`src/logic/decode_params.svh`:
```
`ifndef DECODE_PARAMS_SVH
`define DECODE_PARAMS_SVH

// widths
`define DEC_XLEN      32
`define DEC_NUM_GPRS  32

// major opcodes, bits [31:27] of the instruction word
`define OP_ALU_REG    5'd0
`define OP_ALU_IMM    5'd1
`define OP_LUI        5'd2
`define OP_MEM0_ABS   5'd3
`define OP_MEM0_REL   5'd4
`define OP_MEM0_IMM   5'd5
`define OP_MEM1_ABS   5'd6
`define OP_MEM1_REL   5'd7
`define OP_MEM1_IMM   5'd8
`define OP_MEM2_ABS   5'd9
`define OP_MEM2_REL   5'd10
`define OP_MEM2_IMM   5'd11
`define OP_BR         5'd12
`define OP_BRR        5'd13
`define OP_BRR_REL    5'd14
`define OP_SYSCALL    5'd15
`define OP_FA_ABS     5'd16
`define OP_FA_REL     5'd17
`define OP_FA_IMM     5'd18
`define OP_SWAP_ABS   5'd19
`define OP_SWAP_REL   5'd20
`define OP_SWAP_IMM   5'd21
`define OP_ADPC       5'd22
`define OP_INV_LO     5'd23
`define OP_INV_HI     5'd30
`define OP_PRIV       5'd31

// exception codes raised by decode
`define EXC_INVALID   8'h80
`define EXC_PRIV      8'h81

`define ALU_OP_ADD    5'd14

`endif

```
`src/logic/decode_pkg.sv`:
```
`include "decode_params.svh"

package decode_pkg;

  typedef logic [`DEC_XLEN-1:0] word_t;
  typedef logic [4:0] reg_idx_t;
  typedef logic [4:0] opcode_t;
  typedef logic [4:0] alu_op_t;
  // zero means no exception
  typedef logic [7:0] exc_code_t;
  typedef logic [1:0] atomic_step_t;

  typedef enum logic [1:0] {
    CRACK_IDLE,
    CRACK_FA_ADD,
    CRACK_FA_STORE,
    CRACK_SWAP_STORE
  } crack_state_e;

  // one slot from fetch, live when bubble is low
  typedef struct packed {
    word_t     instr;
    word_t     pc;
    logic      bubble;
    exc_code_t exc;
  } fetch_slot_t;

  typedef struct packed {
    logic     we;
    reg_idx_t target;
    word_t    data;
  } wb_write_t;

  typedef struct packed {
    opcode_t      opcode;
    alu_op_t      alu_op;
    logic [4:0]   branch_code;
    reg_idx_t     s_1;
    reg_idx_t     s_2;
    reg_idx_t     tgt_1;
    reg_idx_t     tgt_2;
    word_t        imm;
    logic         is_load;
    logic         is_store;
    logic         is_branch;
    logic         is_post_inc;
    logic         is_atomic;
    logic         is_fetch_add;
    atomic_step_t atomic_step;
    logic         bubble;
    exc_code_t    exc;
    word_t        pc;
  } uop_t;

  typedef struct packed {
    opcode_t    opcode;
    alu_op_t    alu_op;
    logic [4:0] branch_code;
    reg_idx_t   s_1;
    reg_idx_t   s_2;
    reg_idx_t   tgt_1;
    reg_idx_t   tgt_2;
    logic       is_load;
    logic       is_store;
    logic       is_branch;
    logic       is_post_inc;
    logic       is_fetch_add;
    logic       is_swap;
    // operands of the atomic micro-ops
    reg_idx_t   base_reg;
    reg_idx_t   data_reg;
    exc_code_t  exc;
  } instr_info_t;

endpackage

```
`src/logic/atomic_cracker.sv`:
```
`include "decode_params.svh"

module atomic_cracker (
  input  logic                    clk,
  input  logic                    rst,
  input  logic                    stall,
  input  logic                    flush,
  input  logic                    bubble,
  input  decode_pkg::instr_info_t info,
  output decode_pkg::atomic_step_t step,
  output logic                    active,
  output logic                    decode_stall
);

  decode_pkg::crack_state_e state;
  logic start;

  // a live atomic word seen while idle emits step 0 right away
  assign start = (state == decode_pkg::CRACK_IDLE) && !bubble && !flush &&
                 (info.is_fetch_add || info.is_swap);
  assign active = start || (state != decode_pkg::CRACK_IDLE);

  // frontend holds its word until the last micro-op goes out
  assign decode_stall = start || (state == decode_pkg::CRACK_FA_ADD);

  always_comb begin
    case (state)
      decode_pkg::CRACK_FA_ADD: step = 2'd1;
      decode_pkg::CRACK_FA_STORE: step = 2'd2;
      decode_pkg::CRACK_SWAP_STORE: step = 2'd1;
      default: step = 2'd0;
    endcase
  end

  always_ff @(posedge clk) begin
    if (rst) begin
      state <= decode_pkg::CRACK_IDLE;
    end else if (!stall) begin
      if (flush) begin
        state <= decode_pkg::CRACK_IDLE;
      end else begin
        case (state)
          decode_pkg::CRACK_IDLE: begin
            if (start) begin
              state <= info.is_fetch_add ? decode_pkg::CRACK_FA_ADD :
                                           decode_pkg::CRACK_SWAP_STORE;
            end
          end
          decode_pkg::CRACK_FA_ADD: state <= decode_pkg::CRACK_FA_STORE;
          default: state <= decode_pkg::CRACK_IDLE;
        endcase
      end
    end
  end

endmodule

```
`src/logic/decode_stage.sv`:
```
`include "decode_params.svh"

module decode_stage (
  input  logic                    clk,
  input  logic                    rst,
  input  decode_pkg::fetch_slot_t slot,
  input  logic                    stall,
  input  logic                    flush,
  input  logic                    kmode,
  input  decode_pkg::wb_write_t   wb,
  output decode_pkg::uop_t        uop,
  output decode_pkg::word_t       d_1,
  output decode_pkg::word_t       d_2,
  output logic                    decode_stall
);

  decode_pkg::instr_info_t info;
  decode_pkg::word_t imm;
  decode_pkg::atomic_step_t step;
  logic active;
  logic add_step;
  logic store_step;
  logic kill;
  logic has_exc;
  decode_pkg::uop_t live;
  decode_pkg::uop_t next_uop;

  instr_classifier u_classifier (.instr(slot.instr), .kmode(kmode), .info(info));

  imm_gen u_imm (.instr(slot.instr), .imm(imm));

  atomic_cracker u_cracker (
    .clk(clk),
    .rst(rst),
    .stall(stall),
    .flush(flush),
    .bubble(slot.bubble),
    .info(info),
    .step(step),
    .active(active),
    .decode_stall(decode_stall)
  );

  // operands follow the sources of the uop being loaded
  gpr_file u_gpr (
    .clk(clk),
    .rst(rst),
    .stall(stall),
    .s_1(next_uop.s_1),
    .s_2(next_uop.s_2),
    .wb(wb),
    .d_1(d_1),
    .d_2(d_2)
  );

  assign add_step = active && info.is_fetch_add && (step == 2'd1);
  assign store_step = active && (info.is_fetch_add ? (step == 2'd2) : (step == 2'd1));

  always_comb begin
    live = '0;
    live.opcode = info.opcode;
    live.alu_op = info.alu_op;
    live.branch_code = info.branch_code;
    live.s_1 = info.s_1;
    live.s_2 = info.s_2;
    live.tgt_1 = info.tgt_1;
    live.tgt_2 = info.tgt_2;
    live.imm = imm;
    live.is_load = info.is_load;
    live.is_store = info.is_store;
    live.is_branch = info.is_branch;
    live.is_post_inc = info.is_post_inc;
    live.pc = slot.pc;
    if (active) begin
      live.is_atomic = 1'b1;
      live.is_fetch_add = info.is_fetch_add;
      live.atomic_step = step;
      case (info.opcode)
        `OP_FA_ABS, `OP_SWAP_ABS: live.opcode = `OP_MEM0_ABS;
        `OP_FA_REL, `OP_SWAP_REL: live.opcode = `OP_MEM0_REL;
        default: live.opcode = `OP_MEM0_IMM;
      endcase
      // tgt_1 of an atomic word is its register a
      if (add_step) begin
        live.opcode = `OP_ALU_REG;
        live.alu_op = `ALU_OP_ADD;
        live.s_1 = info.data_reg;
        live.s_2 = info.tgt_1;
        live.imm = '0;
      end else if (store_step) begin
        live.is_store = 1'b1;
        live.tgt_1 = '0;
        live.s_1 = info.base_reg;
        live.s_2 = info.is_fetch_add ? info.tgt_1 : info.data_reg;
      end else begin
        live.is_load = 1'b1;
        live.s_1 = info.base_reg;
        live.s_2 = info.data_reg;
      end
    end
  end

  assign kill = flush || slot.bubble;
  assign has_exc = (slot.exc != '0) || (info.exc != '0);

  always_comb begin
    next_uop = live;
    if (kill) begin
      next_uop = '0;
      next_uop.bubble = 1'b1;
    end else if (has_exc) begin
      // faulting slot stays live so writeback can trap on it
      next_uop = '0;
      next_uop.pc = slot.pc;
      next_uop.exc = (slot.exc != '0) ? slot.exc : info.exc;
    end
  end

  always_ff @(posedge clk) begin
    if (rst) begin
      uop <= '0;
      uop.bubble <= 1'b1;
    end else if (!stall) begin
      uop <= next_uop;
    end
  end

endmodule

```
`src/logic/gpr_file.sv`:
```
`include "decode_params.svh"

module gpr_file (
  input  logic                  clk,
  input  logic                  rst,
  input  logic                  stall,
  input  decode_pkg::reg_idx_t  s_1,
  input  decode_pkg::reg_idx_t  s_2,
  input  decode_pkg::wb_write_t wb,
  output decode_pkg::word_t     d_1,
  output decode_pkg::word_t     d_2
);

  decode_pkg::word_t regs [`DEC_NUM_GPRS];

  always_ff @(posedge clk) begin
    if (rst) begin
      for (int i = 0; i < `DEC_NUM_GPRS; i++) begin
        regs[i] <= '0;
      end
    end else if (wb.we && wb.target != '0) begin
      regs[wb.target] <= wb.data;
    end
  end

  // read ports sample the array before this edge's write lands
  always_ff @(posedge clk) begin
    if (rst) begin
      d_1 <= '0;
      d_2 <= '0;
    end else if (!stall) begin
      d_1 <= (s_1 == '0) ? '0 : regs[s_1];
      d_2 <= (s_2 == '0) ? '0 : regs[s_2];
    end
  end

endmodule

```
`src/logic/imm_gen.sv`:
```
`include "decode_params.svh"

module imm_gen (
  input  decode_pkg::word_t instr,
  output decode_pkg::word_t imm
);

  decode_pkg::opcode_t op;
  decode_pkg::alu_op_t alu_op;
  logic [4:0] byte_shift;

  assign op = instr[31:27];
  assign alu_op = instr[16:12];
  // bitwise immediates land on a byte lane
  assign byte_shift = {instr[9:8], 3'b000};

  always_comb begin
    imm = '0;
    case (op)
      `OP_ALU_IMM: begin
        if (alu_op <= 5'd6) begin
          imm = {24'b0, instr[7:0]} << byte_shift;
        end else if (alu_op <= 5'd13) begin
          imm = {27'b0, instr[4:0]};
        end else if (alu_op <= 5'd18) begin
          imm = {{20{instr[11]}}, instr[11:0]};
        end
      end
      `OP_LUI: imm = {instr[21:0], 10'b0};
      `OP_BR, `OP_ADPC: imm = {{10{instr[21]}}, instr[21:0]};
      `OP_MEM0_ABS, `OP_MEM1_ABS, `OP_MEM2_ABS: begin
        // scaled offset
        imm = {{20{instr[11]}}, instr[11:0]} << instr[13:12];
      end
      `OP_MEM0_REL, `OP_MEM1_REL, `OP_MEM2_REL: begin
        imm = {{16{instr[15]}}, instr[15:0]};
      end
      `OP_MEM0_IMM, `OP_MEM1_IMM, `OP_MEM2_IMM: begin
        imm = {{11{instr[20]}}, instr[20:0]};
      end
      `OP_FA_IMM, `OP_SWAP_IMM: imm = {{15{instr[16]}}, instr[16:0]};
      `OP_FA_ABS, `OP_FA_REL, `OP_SWAP_ABS, `OP_SWAP_REL: begin
        imm = {{20{instr[11]}}, instr[11:0]};
      end
      default: imm = '0;
    endcase
  end

endmodule

```
`src/logic/instr_classifier.sv`:
```
`include "decode_params.svh"

module instr_classifier (
  input  decode_pkg::word_t       instr,
  input  logic                    kmode,
  output decode_pkg::instr_info_t info
);

  logic known;
  logic bad_opcode;
  logic is_alu;
  logic is_mem;
  logic is_branch;
  logic is_syscall;
  logic is_priv;
  decode_pkg::word_t iw;
  decode_pkg::opcode_t op;
  decode_pkg::alu_op_t alu_op;
  decode_pkg::reg_idx_t r_a;
  decode_pkg::reg_idx_t r_b;
  logic [4:0] priv_type;
  logic [1:0] inc_type;
  logic load_bit;
  logic is_load;
  logic is_store;
  logic is_abs_mem;
  logic alias_post_inc;
  logic invalid;

  // an x opcode matches no item and leaves known low
  always_comb begin
    known = 1'b1;
    bad_opcode = 1'b0;
    is_alu = 1'b0;
    is_mem = 1'b0;
    is_branch = 1'b0;
    is_syscall = 1'b0;
    is_priv = 1'b0;
    case (instr[31:27]) inside
      `OP_ALU_REG, `OP_ALU_IMM: is_alu = 1'b1;
      `OP_LUI, `OP_ADPC: ;
      [`OP_MEM0_ABS:`OP_MEM2_IMM]: is_mem = 1'b1;
      `OP_BR, `OP_BRR, `OP_BRR_REL: is_branch = 1'b1;
      `OP_SYSCALL: is_syscall = 1'b1;
      [`OP_FA_ABS:`OP_SWAP_IMM]: ;
      [`OP_INV_LO:`OP_INV_HI]: bad_opcode = 1'b1;
      `OP_PRIV: is_priv = 1'b1;
      default: known = 1'b0;
    endcase
  end

  // unknown words decode as nop
  assign iw = known ? instr : '0;
  assign op = iw[31:27];

  // register branches keep their operands in the low bits
  assign r_a = (op == `OP_BRR || op == `OP_BRR_REL) ? iw[9:5] : iw[26:22];
  assign r_b = (op == `OP_BRR || op == `OP_BRR_REL) ? iw[4:0] : iw[21:17];
  assign alu_op = (op == `OP_ALU_REG) ? iw[9:5] : iw[16:12];
  assign priv_type = iw[16:12];
  // 0 offset, 1 pre-increment, 2 post-increment
  assign inc_type = iw[15:14];

  assign load_bit = (op == `OP_MEM0_IMM || op == `OP_MEM1_IMM || op == `OP_MEM2_IMM) ?
                    iw[21] : iw[16];
  assign is_load = is_mem && load_bit;
  assign is_store = is_mem && !load_bit;
  assign is_abs_mem = (op == `OP_MEM0_ABS || op == `OP_MEM1_ABS || op == `OP_MEM2_ABS);
  assign alias_post_inc = is_abs_mem && (inc_type == 2'd2) && is_load && (r_a == r_b);

  assign invalid = bad_opcode ||
                   (is_alu && op == `OP_ALU_IMM && alu_op > 5'd18) ||
                   (is_alu && op == `OP_ALU_REG && alu_op > 5'd22) ||
                   (is_branch && iw[26:22] > 5'd18) ||
                   (is_syscall && iw[7:0] != 8'd1) ||
                   (is_priv && priv_type > 5'd3);

  always_comb begin
    info = '0;
    info.opcode = op;
    info.alu_op = alu_op;
    info.branch_code = iw[26:22];
    // lui, immediate forms, syscall and alu mov do not read r_b
    if (op == `OP_LUI || op == `OP_MEM0_IMM || op == `OP_MEM1_IMM || op == `OP_MEM2_IMM ||
        op == `OP_BR || op == `OP_SYSCALL || (is_alu && alu_op == 5'd6)) begin
      info.s_1 = '0;
    end else begin
      info.s_1 = r_b;
    end
    if (is_store || is_priv) begin
      info.s_2 = r_a;
    end else if (op == `OP_ALU_REG) begin
      info.s_2 = iw[4:0];
    end
    info.tgt_1 = (is_store || alias_post_inc) ? '0 : r_a;
    info.tgt_2 = (is_abs_mem && inc_type != 2'd0) ? r_b : '0;
    info.is_load = is_load;
    info.is_store = is_store;
    info.is_branch = is_branch;
    info.is_post_inc = is_abs_mem && (inc_type == 2'd2);
    info.is_fetch_add = (op == `OP_FA_ABS || op == `OP_FA_REL || op == `OP_FA_IMM);
    info.is_swap = (op == `OP_SWAP_ABS || op == `OP_SWAP_REL || op == `OP_SWAP_IMM);
    info.base_reg = (op == `OP_FA_IMM || op == `OP_SWAP_IMM) ? '0 : iw[16:12];
    info.data_reg = iw[21:17];
    if (invalid) begin
      info.exc = `EXC_INVALID;
    end else if (is_priv && !kmode) begin
      info.exc = `EXC_PRIV;
    end else if (is_syscall) begin
      info.exc = iw[7:0];
    end
  end

endmodule

```
`config.mk`:
```
export PLATFORM = sky130hd
export DESIGN_NAME = decode_stage
export DESIGN_NICKNAME = d
export VERILOG_FILES = /design/src/logic/decode_pkg.sv /design/src/logic/atomic_cracker.sv /design/src/logic/decode_stage.sv /design/src/logic/gpr_file.sv /design/src/logic/imm_gen.sv /design/src/logic/instr_classifier.sv
export VERILOG_INCLUDE_DIRS = /design/src /design/src/logic
export SDC_FILE = /design/constraint.sdc
export NUM_CORES = 2
export LEC_CHECK = 0
export BUFFER_PORTS_ARGS = -buffer_cell sky130_fd_sc_hd__buf_4
export CORE_MARGIN = 4
export CORE_UTILIZATION = 40
export CTS_BUF_LIST = sky130_fd_sc_hd__clkbuf_16
export DETAILED_ROUTE_END_ITERATION = 8
export PLACE_DENSITY_LB_ADDON = 0.05
export SLEW_MARGIN = 20
export SYNTH_ARGS = -nofsm -noshare
export SYNTH_HDL_FRONTEND = slang
export SYNTH_SLANG_ARGS = --single-unit
```
`constraint.sdc`:
```
create_clock -name clk -period 6.65 [get_ports clk]
set_input_delay 0.3325 -clock clk [delete_from_list [all_inputs] [get_ports clk]]
set_output_delay 0.3325 -clock clk [all_outputs]
set_load 0.01 [all_outputs]
```
; Word-level counts from Yosys, hierarchy flattened
; Memories as Yosys holds them, arrays and structs flattened.
; Cells that the tools add are included.
[word_totals]
register_bits = 182
ram_bits = 1024
in_bits = 116
output_inout_bits = 181
word_cells = 257
mem_count = 1
[classes]
magnitude_cmp = 13
eq_ne = 51
shift = 2
muxes = 87
n_bitwise = 1
n_reduce_logical = 81
[mem_list]
columns = name, words, word_bits, read_ports, rd_clocked_by_memory_dff, write_ports, line_no
row1 = u_gpr.regs, 32, 32, 2, 0, 32, gpr_file.sv:14  ; decode_pkg::word_t regs [`DEC_NUM_GPRS];
[ops]
columns = cell, n
row1 = $mux 32, 8
row2 = $pmux 32 s8, 1
row3 = $mux 116, 2
row4 = $eq 5x4->1 const B, 15
row5 = $eq 5x5->1 const B, 14
row6 = $mux 5, 14
row7 = $mux 1, 45
row8 = $eq 5x3->1 const B, 7
row9 = $mux 34, 1
row10 = $mux 8, 4
row11 = $reduce_or 32->1, 1
row12 = $shl 32x2->32, 1
row13 = $shl 8x5->32, 1
row14 = $mux 10, 3
row15 = $logic_or 1x1->1, 28
row16 = $logic_and 1x1->1, 25
row17 = $eq 5x2->1 const B, 4
row18 = $logic_not 5->1, 4
row19 = $reduce_bool 8->1, 2
row20 = $gt 5x5->1 const B, 3
row21 = $le 5x5->1 const B, 3
row22 = $mux 15, 1
row23 = $reduce_or 2->1, 7
row24 = $reduce_or 3->1, 4
row25 = other kinds (22), 37

; Logic depth before layout (Yosys ltp)
[logic_depth]
word_depth = 27
depth_mapped = 16
mapped_depth_nobuf = 10

; Modules after synthesis
; From an unflattened synthesis, not the netlist that was laid out.
[unflattened]
cells_unflattened = 4887
hier_area_um2 = 64408.0
[by_module_without_submodules]
columns = module, instances, cells_each, area_each_um2, seq_area_each_um2
row1 = gpr_file, 1, 3985, 56993.4, 32030.7
row2 = decode_stage, 1, 437, 4354.2, 2322.2
row3 = imm_gen, 1, 270, 1828.0, 0.0
row4 = instr_classifier, 1, 176, 1101.1, 0.0
row5 = atomic_cracker, 1, 19, 131.4, 40.0

; Worst setup path after synthesis
; No wires, ideal clock.
[synth_path]
kind = input port to flip-flop
start = in slot[72] (netlist name)
end = reg u_gpr.d_2[29]
setup_ps = 120
arrival_time_ps = 3088
t_required_ps = 6530
slack_ps = 3442
path_stages = 13
path_buffers = 3
path_cell_list = buf_2 -> nand3b_1 -> nor2_1 -> buf_4 -> mux2_2 -> o32a_1 -> nand2_1 -> buf_1 -> mux2i_1 -> o22ai_1 -> or4_1 -> nand4_1 -> nand3_1
[synth_via]
elab_chain_len = 27
elab_cells_between_ends = 138
cone_classes = order compare (10) / eq/ne (26) / mux (54) / reduce/logical (47) / memory (1)
[synth_lines]
columns = element, line_no
row1 = start: declaration, decode_stage.sv:6  ; input decode_pkg::fetch_slot_t slot,
row2 = "parallel branches: the longest is 23 deep, another holds $ge 5x5->1", -
row3 = $mux 116 (*), decode_stage.sv:111  ; end else if (has_exc) begin
row4 = $mux 116 (*), decode_stage.sv:108  ; if (kill) begin
row5 = $mem_v2 32x32 or $logic_not 5->1 (tied branches), -
row6 = $mux 32 (*), gpr_file.sv:33  ; d_2 <= (s_2 == '0) ? '0 : regs[s_2];
row7 = end signal: assignment, gpr_file.sv:33
row8 = end: declaration, gpr_file.sv:11  ; output decode_pkg::word_t d_2
; Every way passes the cells marked *.
; A chain may end at the register's enable or synchronous reset.

; Worst setup path in the final report
[layout_path]
start = in slot[0] (netlist name)
end = reg u_gpr.d_2[11]
[layout_via]
elab_chain_len = 6
elab_cells_between_ends = 7
cone_classes = mux (3) / reduce/logical (3) / memory (1)
[layout_lines]
columns = element, line_no
row1 = $reduce_bool 8->1 (*), decode_stage.sv:104  ; assign has_exc = (slot.exc != '0) || (info.exc != '0);
row2 = $logic_or 1x1->1 (*), decode_stage.sv:104
row3 = $mux 116 (*), decode_stage.sv:111
row4 = $mux 116 (*), decode_stage.sv:108
row5 = $mem_v2 32x32 or $logic_not 5->1 (tied branches), -
row6 = $mux 32 (*), gpr_file.sv:33
; Every way passes the cells marked *; elsewhere a longest branch is shown, timed or not.

==> results.cfg <==
[outcome]
status = finished clean

[drt]
routed_wl_um = 294000
first_iter_violations = 8296
wire_per_inst_um = 35.8
ant_nets = 0
drt_first_pass_iters = 7
vias = 53320
vias_per_cell = 6.49
drc = 0

[global_routing]
grt_util_all_layers_pct = 34.8
grt_pass1_vias = 50548
grtUsageMet1_pct = 47.5
grt_busiest_layer = met2
gr-usage-met3_pct = 9.26
grt_overflow = 0
antenna_found_initial = 25
grt_pass1_wl_um = 404000
grtUsageMet2_pct = 52.7
grt_max_degree = 96

[sta]
min_period_over_period_pct = 73.3
rsz0062_at_grt = false
final_max_slew_viol_count = 0
tightest_slew_ps = 1200
finalSetupViolations = 0
fin_crit_ps = 4880
slew_headroom_pct = 20.2
final_hold_viol_count = 0
max_freq_mhz = 205
finalHoldWorstSlack_ps = 62.2
finalSetupTns_ps = 0
fin_skew_ps = 30.9
fin_ws_ps = 1770

[cts]
cts_tree = built
post_cts_resized = 0
clk_latency_ps = 780
clockBufferDepth = 3
cts_made_buffers = 143
clkSinkCount = 1206
cts_root_buffer = clkbuf_16
path_clk_slew_ps = 50
htreeDepth = 4

[critical_path]
reg2reg_from = u_cracker.state[0]
reg2reg_depth = 11
endpoint_kind = flip-flop
worstPathMaxFanout = 35
worstSetupPathType = in2reg
crit_path_start_kind = input pin
required_ps = 7300
r2r_slack_ps = 2040
r2r_end = u_gpr.d_1[11]
arrival_ps = 5530

[power]
ir_worst_vdd_mv = 0.260
power_density_nw_per_um2 = 245
total_leakage_power_nw = 26.0

[run]
maxCapViolCount = 0

[synth]
syn_area_per_cell_sq_um = 10.6
synth_edf_count = 1024
synth_mux_area_share_pct = 6.66
synth_top_family_by_area = simple AND/OR/NAND/NOR gates
synth_top_area_cell = edfxtp_1
synthTopCellsByCount = edfxtp_1 (1024), and2_1 (998), nand2_1 (747)
synth-compound-area-share_pct = 14.4
synth.cell_area_sq_um = 63000
synthXorXnorAreaFrac_pct = 0.193
ys_warn_count = 0
yosys_register_bits = 1206
yosys_most_used_dff = edfxtp_1
async_reset_ff_share_pct = 0
synth_area_leaders = edfxtp_1 (49%), and2_1 (9.9%), mux2i_1 (6.2%)
synth_most_common_cell = edfxtp_1
yosys.area_share.adder_pct = 0
ys_seq_area_share_pct = 54.6
synth_top_area_share_pct = 48.8
synthDistinctLibCells = 90
synthSimpleGateAreaFrac_pct = 20.1
syn_inst = 5920

[finish]
fill_cells = 14394
multiInputGateArea_sq_um = 26700
drive_gt1_share_pct = 12.9
fin_nets = 6126
seq_area_sq_um = 34400
syn2layout_area_growth_pct = 15.4

[placed_design]
place_congestion = 0.893
place_ws_ps = 1530
dp.final_hpwl_um = 168000
io_buffers = 296

[die]
top_level_ports = 297
core_area_sq_um = 156000
die_h_um = 405
start_util_pct = 40.3
dieArea_sq_um = 164000
die_x_um = 405
std_cell_rows = 145

[min_path]
hold_path_depth = 3
whs_endpoint = uop[115]
hp-class = in2reg
min_from = slot[72]
[power by group]
group          internal [W]  switching, W
sequential          0.00856      0.000201
combinational      0.000353      0.000876
clock               0.00449       0.00329
total                0.0134       0.00437
[state kept, by name, summed over array words and instances (netlist names)]
name / count
u_gpr.regs: 1024
uop: 116
u_gpr.d_1: 32
u_gpr.d_2: 32
u_cracker.state: 2
[what timing repair did]
action                                 4_1_cts  5_1_grt
endpoints found under the hold margin       66        0
hold buffers                                50        0
buffers inserted                             0        0
[critical path, cell delays in order]
cell,delay [ps]
dlygate4sd3_1,540
buf_4,140
nor4_1,730
o311ai_1,270
or2_1,340
nor3_4,450
buf_4,460
and3_4,450
buf_4,590
mux2i_1,270
o22ai_1,100
or4_1,560
nand4_1,120
nand3_1,80
[routing by layer]
metal	share of wire [%]	vias to the layer above
met5	0.014	-
met4	4.4	6
li1	-	22102
met2	44	3805
met1	40	26696
met3	12	711
[stage by stage]
step,std cells,util (%),total power [W],instance area [sq um]
final,8211,46.5,0.0178,72700
after floorplan,5951,-,0.00950,63100
after detailed placement,7873,43.2,0.0101,67500
after global placement,7873,43.2,0.0101,67500
after CTS,8187,46.4,0.0178,72600
after global routing,8191,46.4,0.0182,72600
[cells by family (layout without fill, tap and decap cells)]
kind of cell	after synthesis	after routing
multiplexers	414	414
other	1	56
AO/OA/AOI/OAI	1259	1259
AND/OR/NAND/NOR	2416	2416
XOR/XNOR	13	13
flip-flops	1206	1206
buffers and inverters	611	789
[cell usage in the layout, fill, tap and decap left out, types with 66 or more instances in the layout]
cell / count
clkbuf_16: 154
nand2_1: 744
mux2i_1: 393
a22oi_1: 234
a32oi_1: 66
a21oi_1: 289
buf_4: 436
nor2_1: 151
o21ai_0: 72
edfxtp_1: 1024
nand4_1: 104
dfxtp_1: 182
a221oi_1: 194
nand3_1: 125
and2_1: 999
[worst max path at each step]
| stage | endpoint | slack [ps] | from |
|---|---|---|---|
| 2_1_floorplan | u_gpr.d_2[29] | 3440 | slot[72] |
| 3_3_place_gp | u_gpr.d_1[3] | 1500 | slot[72] |
| 3_5_place_dp | u_gpr.d_1[3] | 1530 | slot[72] |
| 4_1_cts | u_gpr.d_2[5] | 1880 | slot[0] |
| 5_1_grt | u_gpr.d_2[11] | 1650 | slot[0] |
| 6_report | u_gpr.d_2[11] | 1770 | slot[0] |
[cell type report]
cell class / instances / share of cell area [%]
inverter: 10 / 0.0517
timing repair buffer: 515 / 5.98
sequential: 1206 / 47.3
multi-input combinational: 4134 / 36.7
tap: 2058 / 3.54
antenna: 24 / 0.0826
clock buffer: 154 / 5.30
clock inverter: 110 / 0.975
Power figures use the tool's default switching activity.
